[src/logic/router_reg_map_pkg.sv]
/* Ingress register map of the packet router control block
   Word addresses, field positions and bus word types */

package router_reg_map_pkg;

    ////////////////////
    // Bus word types

    typedef logic [31:0] reg_word_t;   // One register data word
    typedef logic [15:0] byte_addr_t;  // Request byte address
    typedef logic [13:0] word_addr_t;  // Byte address over 4

    ////////////////////
    // Word addresses

    localparam word_addr_t ADDR_PARAMS0              = 14'd0; // Read only
    localparam word_addr_t ADDR_ING_PORT_ENABLE_CON  = 14'd1; // Read/write, ones after reset
    localparam word_addr_t ADDR_ING_PORT_ENABLE_STAT = 14'd2; // Read only
    localparam word_addr_t ADDR_ING_CNTR_SAMPLE_CON  = 14'd3; // Read/write
    localparam word_addr_t ADDR_ING_CNTR_READ_SEL    = 14'd4; // Read/write
    localparam word_addr_t ADDR_ING_CNTR_READ_DATA   = 14'd5; // Read only

    // Words at or above this are flagged as unknown
    localparam int NUM_REGS = 6;

    ////////////////////
    // Field positions

    // PARAMS0 fields
    localparam int PARAMS_MTU_LSB       = 0;  // 16 bit MTU in bytes
    localparam int PARAMS_NUM_PORTS_LSB = 16; // 8 bit ingress port count

    // READ_SEL fields
    localparam int SEL_PORT_LSB = 8;
    localparam int SEL_CNTR_LSB = 0;

endpackage

[src/logic/router_cntr_pkg.sv]
/* Ingress counter definitions
   Counter indices within a port and the selector types */

package router_cntr_pkg;

    // Selector fields of READ_SEL
    typedef logic [7:0] port_sel_t;
    typedef logic [7:0] cntr_sel_t;

    ////////////////////
    // Counter indices

    localparam int CNTR_PKT      = 0; // Packets, from the port
    localparam int CNTR_BYTE     = 1; // Bytes, from the port
    localparam int CNTR_ERR      = 2; // Errored packets, from the port
    localparam int CNTR_FIFO_OVF = 3; // Async FIFO overflow events, counted here
    localparam int CNTR_BUF_OVF  = 4; // Buffer overflow events, counted here

    // Sampled counters kept per port
    localparam int NUM_CNTRS_PER_PORT = 5;

endpackage

[src/logic/reg_req_decode.sv]
/* Request decode stage
   Registers an accepted request with its word address and range check */

module reg_req_decode (
    input  logic                           core_clk_ifc,
    input  logic                           interconnect_sreset_core,

    // Request channel in
    input  logic                           req_valid,
    output logic                           req_ready,
    input  logic                           req_write,
    input  router_reg_map_pkg::byte_addr_t req_addr,
    input  router_reg_map_pkg::reg_word_t  req_wdata,

    // Decoded request out
    output logic                           d_valid,
    input  logic                           d_ready,
    output logic                           d_write,
    output router_reg_map_pkg::word_addr_t d_addr,
    output router_reg_map_pkg::reg_word_t  d_wdata,
    output logic                           d_known
);

    router_reg_map_pkg::word_addr_t word_addr;
    logic                           in_range;
    logic                           req_take;

    assign word_addr = router_reg_map_pkg::word_addr_t'(req_addr >> 2); // Drop byte offset
    assign in_range  = word_addr < router_reg_map_pkg::word_addr_t'(router_reg_map_pkg::NUM_REGS);

    // Empty, or contents leave this cycle
    assign req_ready = !d_valid || d_ready;
    assign req_take  = req_valid && req_ready;

    // Stage valid
    always_ff @(posedge core_clk_ifc) begin
        if (interconnect_sreset_core) begin
            d_valid <= 1'b0;
        end else if (req_ready) begin
            d_valid <= req_valid;
        end
    end

    // Payload, loaded only on a transfer
    always_ff @(posedge core_clk_ifc) begin
        if (req_take) begin
            d_write <= req_write;
            d_addr  <= word_addr;
            d_wdata <= req_wdata;
            d_known <= in_range; // Out of range flagged once here
        end
    end

endmodule

[src/logic/ctrl_reg_file.sv]
/* Control register file stage
   Holds the writable registers, applies writes and forms read words */

module ctrl_reg_file #(
    parameter int NUM_ING_PORTS = 4,
    parameter int MTU_BYTES     = 2000
) (
    input  logic                           core_clk_ifc,
    input  logic                           interconnect_sreset_core,

    // From decode
    input  logic                           d_valid,
    output logic                           d_ready,
    input  logic                           d_write,
    input  router_reg_map_pkg::word_addr_t d_addr,
    input  router_reg_map_pkg::reg_word_t  d_wdata,
    input  logic                           d_known,

    // To response stage
    output logic                           f_valid,
    input  logic                           f_ready,
    output logic                           f_write,
    output logic                           f_error,
    output router_reg_map_pkg::reg_word_t  f_rdata,

    // Port control and status
    output logic [NUM_ING_PORTS-1:0]       ing_ports_enable,
    input  logic [NUM_ING_PORTS-1:0]       ing_ports_connected,

    // Counter bank sideband
    output logic [NUM_ING_PORTS-1:0]       sample_con,
    output router_cntr_pkg::port_sel_t     port_sel,
    output router_cntr_pkg::cntr_sel_t     cntr_sel,
    input  router_reg_map_pkg::reg_word_t  sel_cnt
);

    ////////////////////
    // PARAMS0 constant

    localparam logic [15:0] MTU_VEC   = 16'(MTU_BYTES);
    localparam logic [7:0]  PORTS_VEC = 8'(NUM_ING_PORTS);
    localparam router_reg_map_pkg::reg_word_t PARAMS_WORD =
        (router_reg_map_pkg::reg_word_t'(MTU_VEC) << router_reg_map_pkg::PARAMS_MTU_LSB) |
        (router_reg_map_pkg::reg_word_t'(PORTS_VEC) << router_reg_map_pkg::PARAMS_NUM_PORTS_LSB);

    logic                          d_take;
    logic                          wr_en;
    logic [NUM_ING_PORTS-1:0]      enable_stat;
    router_reg_map_pkg::reg_word_t rd_word;

    assign d_ready = !f_valid || f_ready;
    assign d_take  = d_valid && d_ready;
    assign wr_en   = d_take && d_write && d_known;

    // Read word for the current address, zero extended fields
    always_comb begin
        case (d_addr)
            router_reg_map_pkg::ADDR_PARAMS0:              rd_word = PARAMS_WORD;
            router_reg_map_pkg::ADDR_ING_PORT_ENABLE_CON:  rd_word = 32'(ing_ports_enable);
            router_reg_map_pkg::ADDR_ING_PORT_ENABLE_STAT: rd_word = 32'(enable_stat);
            router_reg_map_pkg::ADDR_ING_CNTR_SAMPLE_CON:  rd_word = 32'(sample_con);
            router_reg_map_pkg::ADDR_ING_CNTR_READ_SEL: begin
                rd_word = (32'(port_sel) << router_reg_map_pkg::SEL_PORT_LSB) |
                          (32'(cntr_sel) << router_reg_map_pkg::SEL_CNTR_LSB);
            end
            router_reg_map_pkg::ADDR_ING_CNTR_READ_DATA:   rd_word = sel_cnt; // Sampled count
            default:                                       rd_word = '0;
        endcase
    end

    ////////////////////
    // Control registers

    always_ff @(posedge core_clk_ifc) begin
        if (interconnect_sreset_core) begin
            ing_ports_enable <= '1; // All ports on
            sample_con       <= '0;
            port_sel         <= '0;
            cntr_sel         <= '0;
            enable_stat      <= '0;
        end else begin
            enable_stat <= ing_ports_connected; // One cycle behind the inputs
            if (wr_en) begin
                case (d_addr)
                    router_reg_map_pkg::ADDR_ING_PORT_ENABLE_CON: begin
                        ing_ports_enable <= d_wdata[NUM_ING_PORTS-1:0];
                    end
                    router_reg_map_pkg::ADDR_ING_CNTR_SAMPLE_CON: begin
                        sample_con <= d_wdata[NUM_ING_PORTS-1:0];
                    end
                    router_reg_map_pkg::ADDR_ING_CNTR_READ_SEL: begin
                        port_sel <= d_wdata[router_reg_map_pkg::SEL_PORT_LSB +: 8];
                        cntr_sel <= d_wdata[router_reg_map_pkg::SEL_CNTR_LSB +: 8];
                    end
                    default: begin
                        // Read only words keep their value, OK response
                    end
                endcase
            end
        end
    end

    ////////////////////
    // Stage register

    always_ff @(posedge core_clk_ifc) begin
        if (interconnect_sreset_core) begin
            f_valid <= 1'b0;
        end else if (d_ready) begin
            f_valid <= d_valid;
        end
    end

    always_ff @(posedge core_clk_ifc) begin
        if (d_take) begin
            f_write <= d_write;
            f_error <= !d_known; // Unknown word
            f_rdata <= rd_word;
        end
    end

endmodule

[src/logic/ing_cntr_sample_bank.sv]
/* Ingress counter sample bank
   Counts overflow events, samples all counters per port and drives clears */

module ing_cntr_sample_bank #(
    parameter int NUM_ING_PORTS = 4,
    parameter int CNTR_WIDTH    = 32
) (
    input  logic                                  core_clk_ifc,
    input  logic                                  interconnect_sreset_core,

    // From the register file
    input  logic [NUM_ING_PORTS-1:0]              sample_con,
    input  router_cntr_pkg::port_sel_t            port_sel,
    input  router_cntr_pkg::cntr_sel_t            cntr_sel,
    output router_reg_map_pkg::reg_word_t         sel_cnt,

    // Port counters, port p in bits p*CNTR_WIDTH up
    input  logic [NUM_ING_PORTS*CNTR_WIDTH-1:0]   ing_pkt_cnt,
    input  logic [NUM_ING_PORTS*CNTR_WIDTH-1:0]   ing_byte_cnt,
    input  logic [NUM_ING_PORTS*CNTR_WIDTH-1:0]   ing_err_cnt,

    // Overflow events
    input  logic [NUM_ING_PORTS-1:0]              ing_async_fifo_overflow,
    input  logic [NUM_ING_PORTS-1:0]              ing_buf_overflow,
    output logic [NUM_ING_PORTS-1:0]              ing_cnts_clear
);

    localparam int NUM_CNTRS = router_cntr_pkg::NUM_CNTRS_PER_PORT;

    logic [NUM_ING_PORTS-1:0] sample_d;
    logic [NUM_ING_PORTS-1:0] fifo_ovf_d;
    logic [NUM_ING_PORTS-1:0] buf_ovf_d;
    logic [NUM_ING_PORTS-1:0] sample_rise;
    logic [NUM_ING_PORTS-1:0] fifo_ovf_rise;
    logic [NUM_ING_PORTS-1:0] buf_ovf_rise;

    logic [CNTR_WIDTH-1:0] fifo_ovf_cnt [NUM_ING_PORTS];
    logic [CNTR_WIDTH-1:0] buf_ovf_cnt  [NUM_ING_PORTS];
    logic [CNTR_WIDTH-1:0] sampled      [NUM_ING_PORTS][NUM_CNTRS];

    // Rising edge detect
    assign sample_rise   = sample_con & ~sample_d;
    assign fifo_ovf_rise = ing_async_fifo_overflow & ~fifo_ovf_d;
    assign buf_ovf_rise  = ing_buf_overflow & ~buf_ovf_d;

    ////////////////////
    // Counting and capture

    always_ff @(posedge core_clk_ifc) begin
        if (interconnect_sreset_core) begin
            sample_d       <= '0;
            fifo_ovf_d     <= '0;
            buf_ovf_d      <= '0;
            ing_cnts_clear <= '0;
            for (int p = 0; p < NUM_ING_PORTS; p++) begin
                fifo_ovf_cnt[p] <= '0;
                buf_ovf_cnt[p]  <= '0;
                for (int c = 0; c < NUM_CNTRS; c++) begin
                    sampled[p][c] <= '0;
                end
            end
        end else begin
            sample_d       <= sample_con;
            fifo_ovf_d     <= ing_async_fifo_overflow;
            buf_ovf_d      <= ing_buf_overflow;
            ing_cnts_clear <= sample_rise; // Single cycle pulse
            for (int p = 0; p < NUM_ING_PORTS; p++) begin
                if (sample_rise[p]) begin
                    sampled[p][router_cntr_pkg::CNTR_PKT]  <= ing_pkt_cnt[p*CNTR_WIDTH +: CNTR_WIDTH];
                    sampled[p][router_cntr_pkg::CNTR_BYTE] <= ing_byte_cnt[p*CNTR_WIDTH +: CNTR_WIDTH];
                    sampled[p][router_cntr_pkg::CNTR_ERR]  <= ing_err_cnt[p*CNTR_WIDTH +: CNTR_WIDTH];
                    sampled[p][router_cntr_pkg::CNTR_FIFO_OVF] <= fifo_ovf_cnt[p];
                    sampled[p][router_cntr_pkg::CNTR_BUF_OVF]  <= buf_ovf_cnt[p];
                    fifo_ovf_cnt[p] <= '0; // Coincident event dropped
                    buf_ovf_cnt[p]  <= '0;
                end else begin
                    if (fifo_ovf_rise[p]) begin
                        fifo_ovf_cnt[p] <= fifo_ovf_cnt[p] + 1'b1; // Wraps
                    end
                    if (buf_ovf_rise[p]) begin
                        buf_ovf_cnt[p] <= buf_ovf_cnt[p] + 1'b1;
                    end
                end
            end
        end
    end

    ////////////////////
    // Read select mux

    // No match leaves zero, covers out of range selectors
    always_comb begin
        sel_cnt = '0;
        for (int p = 0; p < NUM_ING_PORTS; p++) begin
            for (int c = 0; c < NUM_CNTRS; c++) begin
                if (port_sel == 8'(p) && cntr_sel == 8'(c)) begin
                    sel_cnt = 32'(sampled[p][c]);
                end
            end
        end
    end

endmodule

[src/logic/reg_resp_stage.sv]
/* Response output stage
   Holds each response stable until taken */

module reg_resp_stage (
    input  logic                          core_clk_ifc,
    input  logic                          interconnect_sreset_core,

    // From register file
    input  logic                          f_valid,
    output logic                          f_ready,
    input  logic                          f_write,
    input  logic                          f_error,
    input  router_reg_map_pkg::reg_word_t f_rdata,

    // Response channel out
    output logic                          rsp_valid,
    input  logic                          rsp_ready,
    output logic                          rsp_write,
    output logic                          rsp_error,
    output router_reg_map_pkg::reg_word_t rsp_rdata
);

    logic f_take;

    assign f_ready = !rsp_valid || rsp_ready; // Free or draining
    assign f_take  = f_valid && f_ready;

    always_ff @(posedge core_clk_ifc) begin
        if (interconnect_sreset_core) begin
            rsp_valid <= 1'b0;
        end else if (f_ready) begin
            rsp_valid <= f_valid;
        end
    end

    // Payload, no data on writes and errors
    always_ff @(posedge core_clk_ifc) begin
        if (f_take) begin
            rsp_write <= f_write;
            rsp_error <= f_error;
            rsp_rdata <= (f_write || f_error) ? '0 : f_rdata;
        end
    end

endmodule

[src/logic/p4_router_ing_regs.sv]
/* Ingress control register block of the packet router
   Decode, register file and response stages around the counter bank */

module p4_router_ing_regs #(
    parameter int NUM_ING_PORTS = 4,
    parameter int CNTR_WIDTH    = 32,
    parameter int MTU_BYTES     = 2000
) (
    input  logic                                core_clk_ifc,
    input  logic                                interconnect_sreset_core,

    // Request channel
    input  logic                                req_valid,
    output logic                                req_ready,
    input  logic                                req_write,
    input  router_reg_map_pkg::byte_addr_t      req_addr,
    input  router_reg_map_pkg::reg_word_t       req_wdata,

    // Response channel
    output logic                                rsp_valid,
    input  logic                                rsp_ready,
    output logic                                rsp_write,
    output logic                                rsp_error,
    output router_reg_map_pkg::reg_word_t       rsp_rdata,

    // Ingress ports
    output logic [NUM_ING_PORTS-1:0]            ing_ports_enable,
    input  logic [NUM_ING_PORTS-1:0]            ing_ports_connected,
    input  logic [NUM_ING_PORTS*CNTR_WIDTH-1:0] ing_pkt_cnt,
    input  logic [NUM_ING_PORTS*CNTR_WIDTH-1:0] ing_byte_cnt,
    input  logic [NUM_ING_PORTS*CNTR_WIDTH-1:0] ing_err_cnt,
    input  logic [NUM_ING_PORTS-1:0]            ing_async_fifo_overflow,
    input  logic [NUM_ING_PORTS-1:0]            ing_buf_overflow,
    output logic [NUM_ING_PORTS-1:0]            ing_cnts_clear
);

    // Decode to register file
    logic                           d_valid;
    logic                           d_ready;
    logic                           d_write;
    router_reg_map_pkg::word_addr_t d_addr;
    router_reg_map_pkg::reg_word_t  d_wdata;
    logic                           d_known;

    // Register file to response
    logic                           f_valid;
    logic                           f_ready;
    logic                           f_write;
    logic                           f_error;
    router_reg_map_pkg::reg_word_t  f_rdata;

    // Counter sideband
    logic [NUM_ING_PORTS-1:0]       sample_con;
    router_cntr_pkg::port_sel_t     port_sel;
    router_cntr_pkg::cntr_sel_t     cntr_sel;
    router_reg_map_pkg::reg_word_t  sel_cnt;

    reg_req_decode u_decode (
        .core_clk_ifc, .interconnect_sreset_core,
        .req_valid, .req_ready, .req_write, .req_addr, .req_wdata,
        .d_valid, .d_ready, .d_write, .d_addr, .d_wdata, .d_known
    );

    ctrl_reg_file #(.NUM_ING_PORTS(NUM_ING_PORTS), .MTU_BYTES(MTU_BYTES)) u_reg_file (
        .core_clk_ifc, .interconnect_sreset_core,
        .d_valid, .d_ready, .d_write, .d_addr, .d_wdata, .d_known,
        .f_valid, .f_ready, .f_write, .f_error, .f_rdata,
        .ing_ports_enable, .ing_ports_connected,
        .sample_con, .port_sel, .cntr_sel, .sel_cnt
    );

    ing_cntr_sample_bank #(.NUM_ING_PORTS(NUM_ING_PORTS), .CNTR_WIDTH(CNTR_WIDTH)) u_cntr_bank (
        .core_clk_ifc, .interconnect_sreset_core,
        .sample_con, .port_sel, .cntr_sel, .sel_cnt,
        .ing_pkt_cnt, .ing_byte_cnt, .ing_err_cnt,
        .ing_async_fifo_overflow, .ing_buf_overflow, .ing_cnts_clear
    );

    reg_resp_stage u_resp (
        .core_clk_ifc, .interconnect_sreset_core,
        .f_valid, .f_ready, .f_write, .f_error, .f_rdata,
        .rsp_valid, .rsp_ready, .rsp_write, .rsp_error, .rsp_rdata
    );

endmodule

[config.mk]
export PLATFORM = sky130hd
export DESIGN_NAME = p4_router_ing_regs
export DESIGN_NICKNAME = d
export VERILOG_FILES = /design/src/logic/router_reg_map_pkg.sv /design/src/logic/router_cntr_pkg.sv /design/src/logic/reg_req_decode.sv /design/src/logic/ctrl_reg_file.sv /design/src/logic/ing_cntr_sample_bank.sv /design/src/logic/reg_resp_stage.sv /design/src/logic/p4_router_ing_regs.sv
export SDC_FILE = /design/constraint.sdc
export NUM_CORES = 2
export LEC_CHECK = 0
export ABC_AREA = 1
export BUFFER_PORTS_ARGS = -buffer_cell sky130_fd_sc_hd__clkbuf_2
export CAP_MARGIN = 20
export CORE_MARGIN = 2
export CORE_UTILIZATION = 45
export CTS_BUF_LIST = sky130_fd_sc_hd__clkbuf_4 sky130_fd_sc_hd__clkbuf_8
export DETAILED_ROUTE_END_ITERATION = 10
export GPL_TIMING_DRIVEN = 0
export PLACE_DENSITY_LB_ADDON = 0.25
export SLEW_MARGIN = 20
export SYNTH_ARGS = -nofsm -noshare
export SYNTH_HDL_FRONTEND = slang
export SYNTH_SLANG_ARGS = --single-unit
export TNS_END_PERCENT = 20
[constraint.sdc]
create_clock -name core_clk_ifc -period 5.9 [get_ports core_clk_ifc]
set_input_delay 0.59 -clock core_clk_ifc [delete_from_list [all_inputs] [get_ports core_clk_ifc]]
set_output_delay 0.59 -clock core_clk_ifc [all_outputs]
set_load 0.02 [all_outputs]
==> results.ini <==
[die]
dieArea_um2=112500
initial_utilization=0.4541
core_um2=108900
num_io_pins=493
placementRows=121
die_height_um=335.4
fp.dieW_um=335.4

[sta]
hold_violations=0
fin_crit_ns=5.422
fin_skew_ns=0.07137
rsz0062_at_grt=false
slew_headroom=0.2265
setup_ws_ns=0.4784
setup_viol=0
period_share=0.9189
fmax_ghz=0.1844
tightestPinTransition_ns=1.160
final-max-slew-violation-count=0

[place]
pre_cts_ws_ns=0.6764
gp_congestion=0.9361
dp_hpwl_um=119900
dp.cells=7259
dpl_cell_area_um2=54250
port_buffers=474

[cells_and_area]
final_nets=6804
final_common_cell=nand2_1
final_util=0.5605
layout_common_cells=nand2_1, inv_1, edfxtp_1
drive_above_1_share=0.1448
final_cell_area_um2=61010
area_delta_synth_final_pct=23.42
finalNonFillerCells=7906

[drt]
vias_per_cell=5.205
drt_wl_total_um=161100
firstDrtPassIters=8
drc_errors=0
drt.antenna.violating_nets=0
wire_per_inst_um=20.38
drtIter0Drc=4735
via_count=41150

[global_routing]
grt_overflow=0
antenna_found_initial=9
grt_pass1_vias=39180
grt.total_usage=0.2814
grt_pass1_wl_um=234700
grt_max_degree=60

[power]
internal_power_uw=12320
power.density_nw_per_um2=265.0
peakVddDrop_mv=0.2075
seqPwrFrac=0.532
leakage_uw=0.02760
p_total_uw=16170
swShare=0.2382
clkPwrFrac=0.406
power_frac_comb=0.062
power.net_switching_uw=3852

[setup_path]
required_ns=6.48
startpoint_type=flop
critPathArrivalTime_ns=6.00
crit_fanout=10
crit_type=reg -> reg
r2r-start=u_reg_file.cntr_sel[6]$_SDFFE_PP0P_
r2r_slack_ns=0.48
cp-end-kind=flop
startpoint=u_reg_file.cntr_sel[6]$_SDFFE_PP0P_

[synth]
dominantRegCellSynth=edfxtp_1
yosysWarnings=0
postSynth.asyncResetShare=0
syn_inst=5346
ys_seq_elements=1043
yosysUniqueCellTypes=52
avgSynthCellArea_um2=9.246
ys_seq_area_frac=0.6241
synth_edf_count=996
syn_area_um2=49430
synthesis.nets=5803

[clock_tree]
root_buffer=clkbuf_8
htreeDepth=4
clk_latency_ns=0.88
post_cts_buffers=0
cts_tree=done
cts-buffers-inserted=174
clk_pin_slew_ns=0.06
cts_sinks=1043
cts.path.max_buffers=3
cts_resized=0

[status]
status=finished, final reports clean

[hold_path]
min-delay-start=req_wdata[14]
min_path_type=in -> reg

[run]
cap_violations=0

cells by family after synthesis:
kind of cell / Yosys count / share of synthesized area
buf+inv: 1268 / 0.09657
fa+ha+maj: 8 / 0.002025
simple gates: 2454 / 0.2124
xor+xnor: 8 / 0.001418
flops: 1043 / 0.6241
compound gates: 565 / 0.06346
registers in the layout, summed over array words and instances, names as in the netlist, 4 cells and up:
| name | cells |
|---|---|
| u_cntr_bank.sampled | 640 |
| u_reg_file.enable_stat | 4 |
| u_cntr_bank.sample_d | 4 |
| u_decode.d_addr | 14 |
| u_reg_file.sample_con | 4 |
| u_reg_file.port_sel | 8 |
| u_reg_file.f_rdata | 32 |
| u_decode.d_wdata | 16 |
| u_reg_file.ing_ports_enable | 4 |
| u_cntr_bank.buf_ovf_d | 4 |
| u_reg_file.cntr_sel | 8 |
| u_cntr_bank.fifo_ovf_d | 4 |
| u_cntr_bank.fifo_ovf_cnt | 128 |
| u_cntr_bank.buf_ovf_cnt | 128 |
| u_cntr_bank.ing_cnts_clear | 4 |
| u_resp.rsp_rdata | 32 |
worst max-delay path: stages (launching register included):
cell and delay [ns]:
dfxtp_1 0.32, nor2_1 0.12, nand2_1 0.17, nor2_1 0.91, nand2_1 0.63, clkbuf_1 0.45
o22ai_1 0.38, a21oi_1 0.22, o21bai_1 0.28, nand3_1 0.16, a21oi_1 0.41, nand3b_1 0.16
nand2_1 0.26, nand3b_1 0.20, nand2_1 0.16, nand3_1 0.15, nand2_1 0.09, inv_1 0.04
power groups by stage:
stage	Sequential, uW	Clock, uW	Combinational (uW)
floorplan	8710	0	377
finish	8600	6570	995
CTS	8600	6650	979
detailed placement	8750	0	805
global route	8630	6950	1070
global placement	8800	0	738
synth_stat cells, drive strengths merged, types with 4 or more instances:
cell type,instances,area [um^2]
nand2,1276,4812
inv,1072,4024
edfxtp,996,29910
nor2,717,2796
o21ai,232,1161
a21oi,207,1036
clkbuf,169,634.4
nand3,154,820.8
nor3,119,724.5
nand4,82,544.3
dfxtp,47,940.9
nor4,41,332.8
o21a,30,225.2
or2,26,162.7
o211ai,20,150.1
nor3b,19,158.9
buf,17,77.58
nand3b,17,127.6
a31oi,16,100.1
o21bai,15,112.6
o22ai,12,75.07
a211oi,11,82.58
a221oi,10,87.58
clkinv,10,37.54
ha,8,100.1
xor2,6,52.55
o221ai,4,35.03
path summary, 6_finish.rpt:
| check | cells after the start | endpoint |
|---|---|---|
| worst max register to register | 17 | u_reg_file.f_rdata[20]$_DFFE_PP_ |
| worst max-delay path | 17 | u_reg_file.f_rdata[20]$_DFFE_PP_ |
| worst min register to register | 0 | u_resp.rsp_error$_DFFE_PP_ |
| worst min-delay path | 1 | u_decode.d_wdata[14]$_DFFE_PP_ |
metrics by stage:
stage | setup TNS, ns | hold slack (ns)
after detailed placement | 0 | 0.4376
after floorplan | 0 | 0.4174
after global routing | 0 | 0.01423
after CTS | 0 | 0.0007163
final | 0 | 0.05523
after global placement | -1585.33 | 0.4201
metal layers:
| metal | global-route usage | up-vias | wire length, um |
|---|---|---|---|
| li1 | - | 19240 | - |
| met1 | 0.3858 | 19590 | 67110 |
| met2 | 0.4498 | 1977 | 74720 |
| met3 | 0.04510 | 338 | 13410 |
| met4 | 0.1086 | 2 | 5855 |
| met5 | 0 | - | 13 |
area by class of cell:
type | count | area [um^2]
fillers | 9464 | 47840
flip-flops and latches | 1043 | 30850
multi-input cells | 3035 | 13930
repair buffers | 825 | 6186
inverters | 1082 | 4061
clock buffers | 244 | 2995
well taps | 1414 | 1769
plain buffers | 186 | 713.2
clock inverters | 71 | 490.5
diodes | 6 | 15.01
timing repair:
action,4_1_cts,5_1_grt
setup endpoints to repair,0,0
hold buffers,326,0
hold endpoints to repair,326,0
Note: power is estimated with default switching activity, not from simulation.
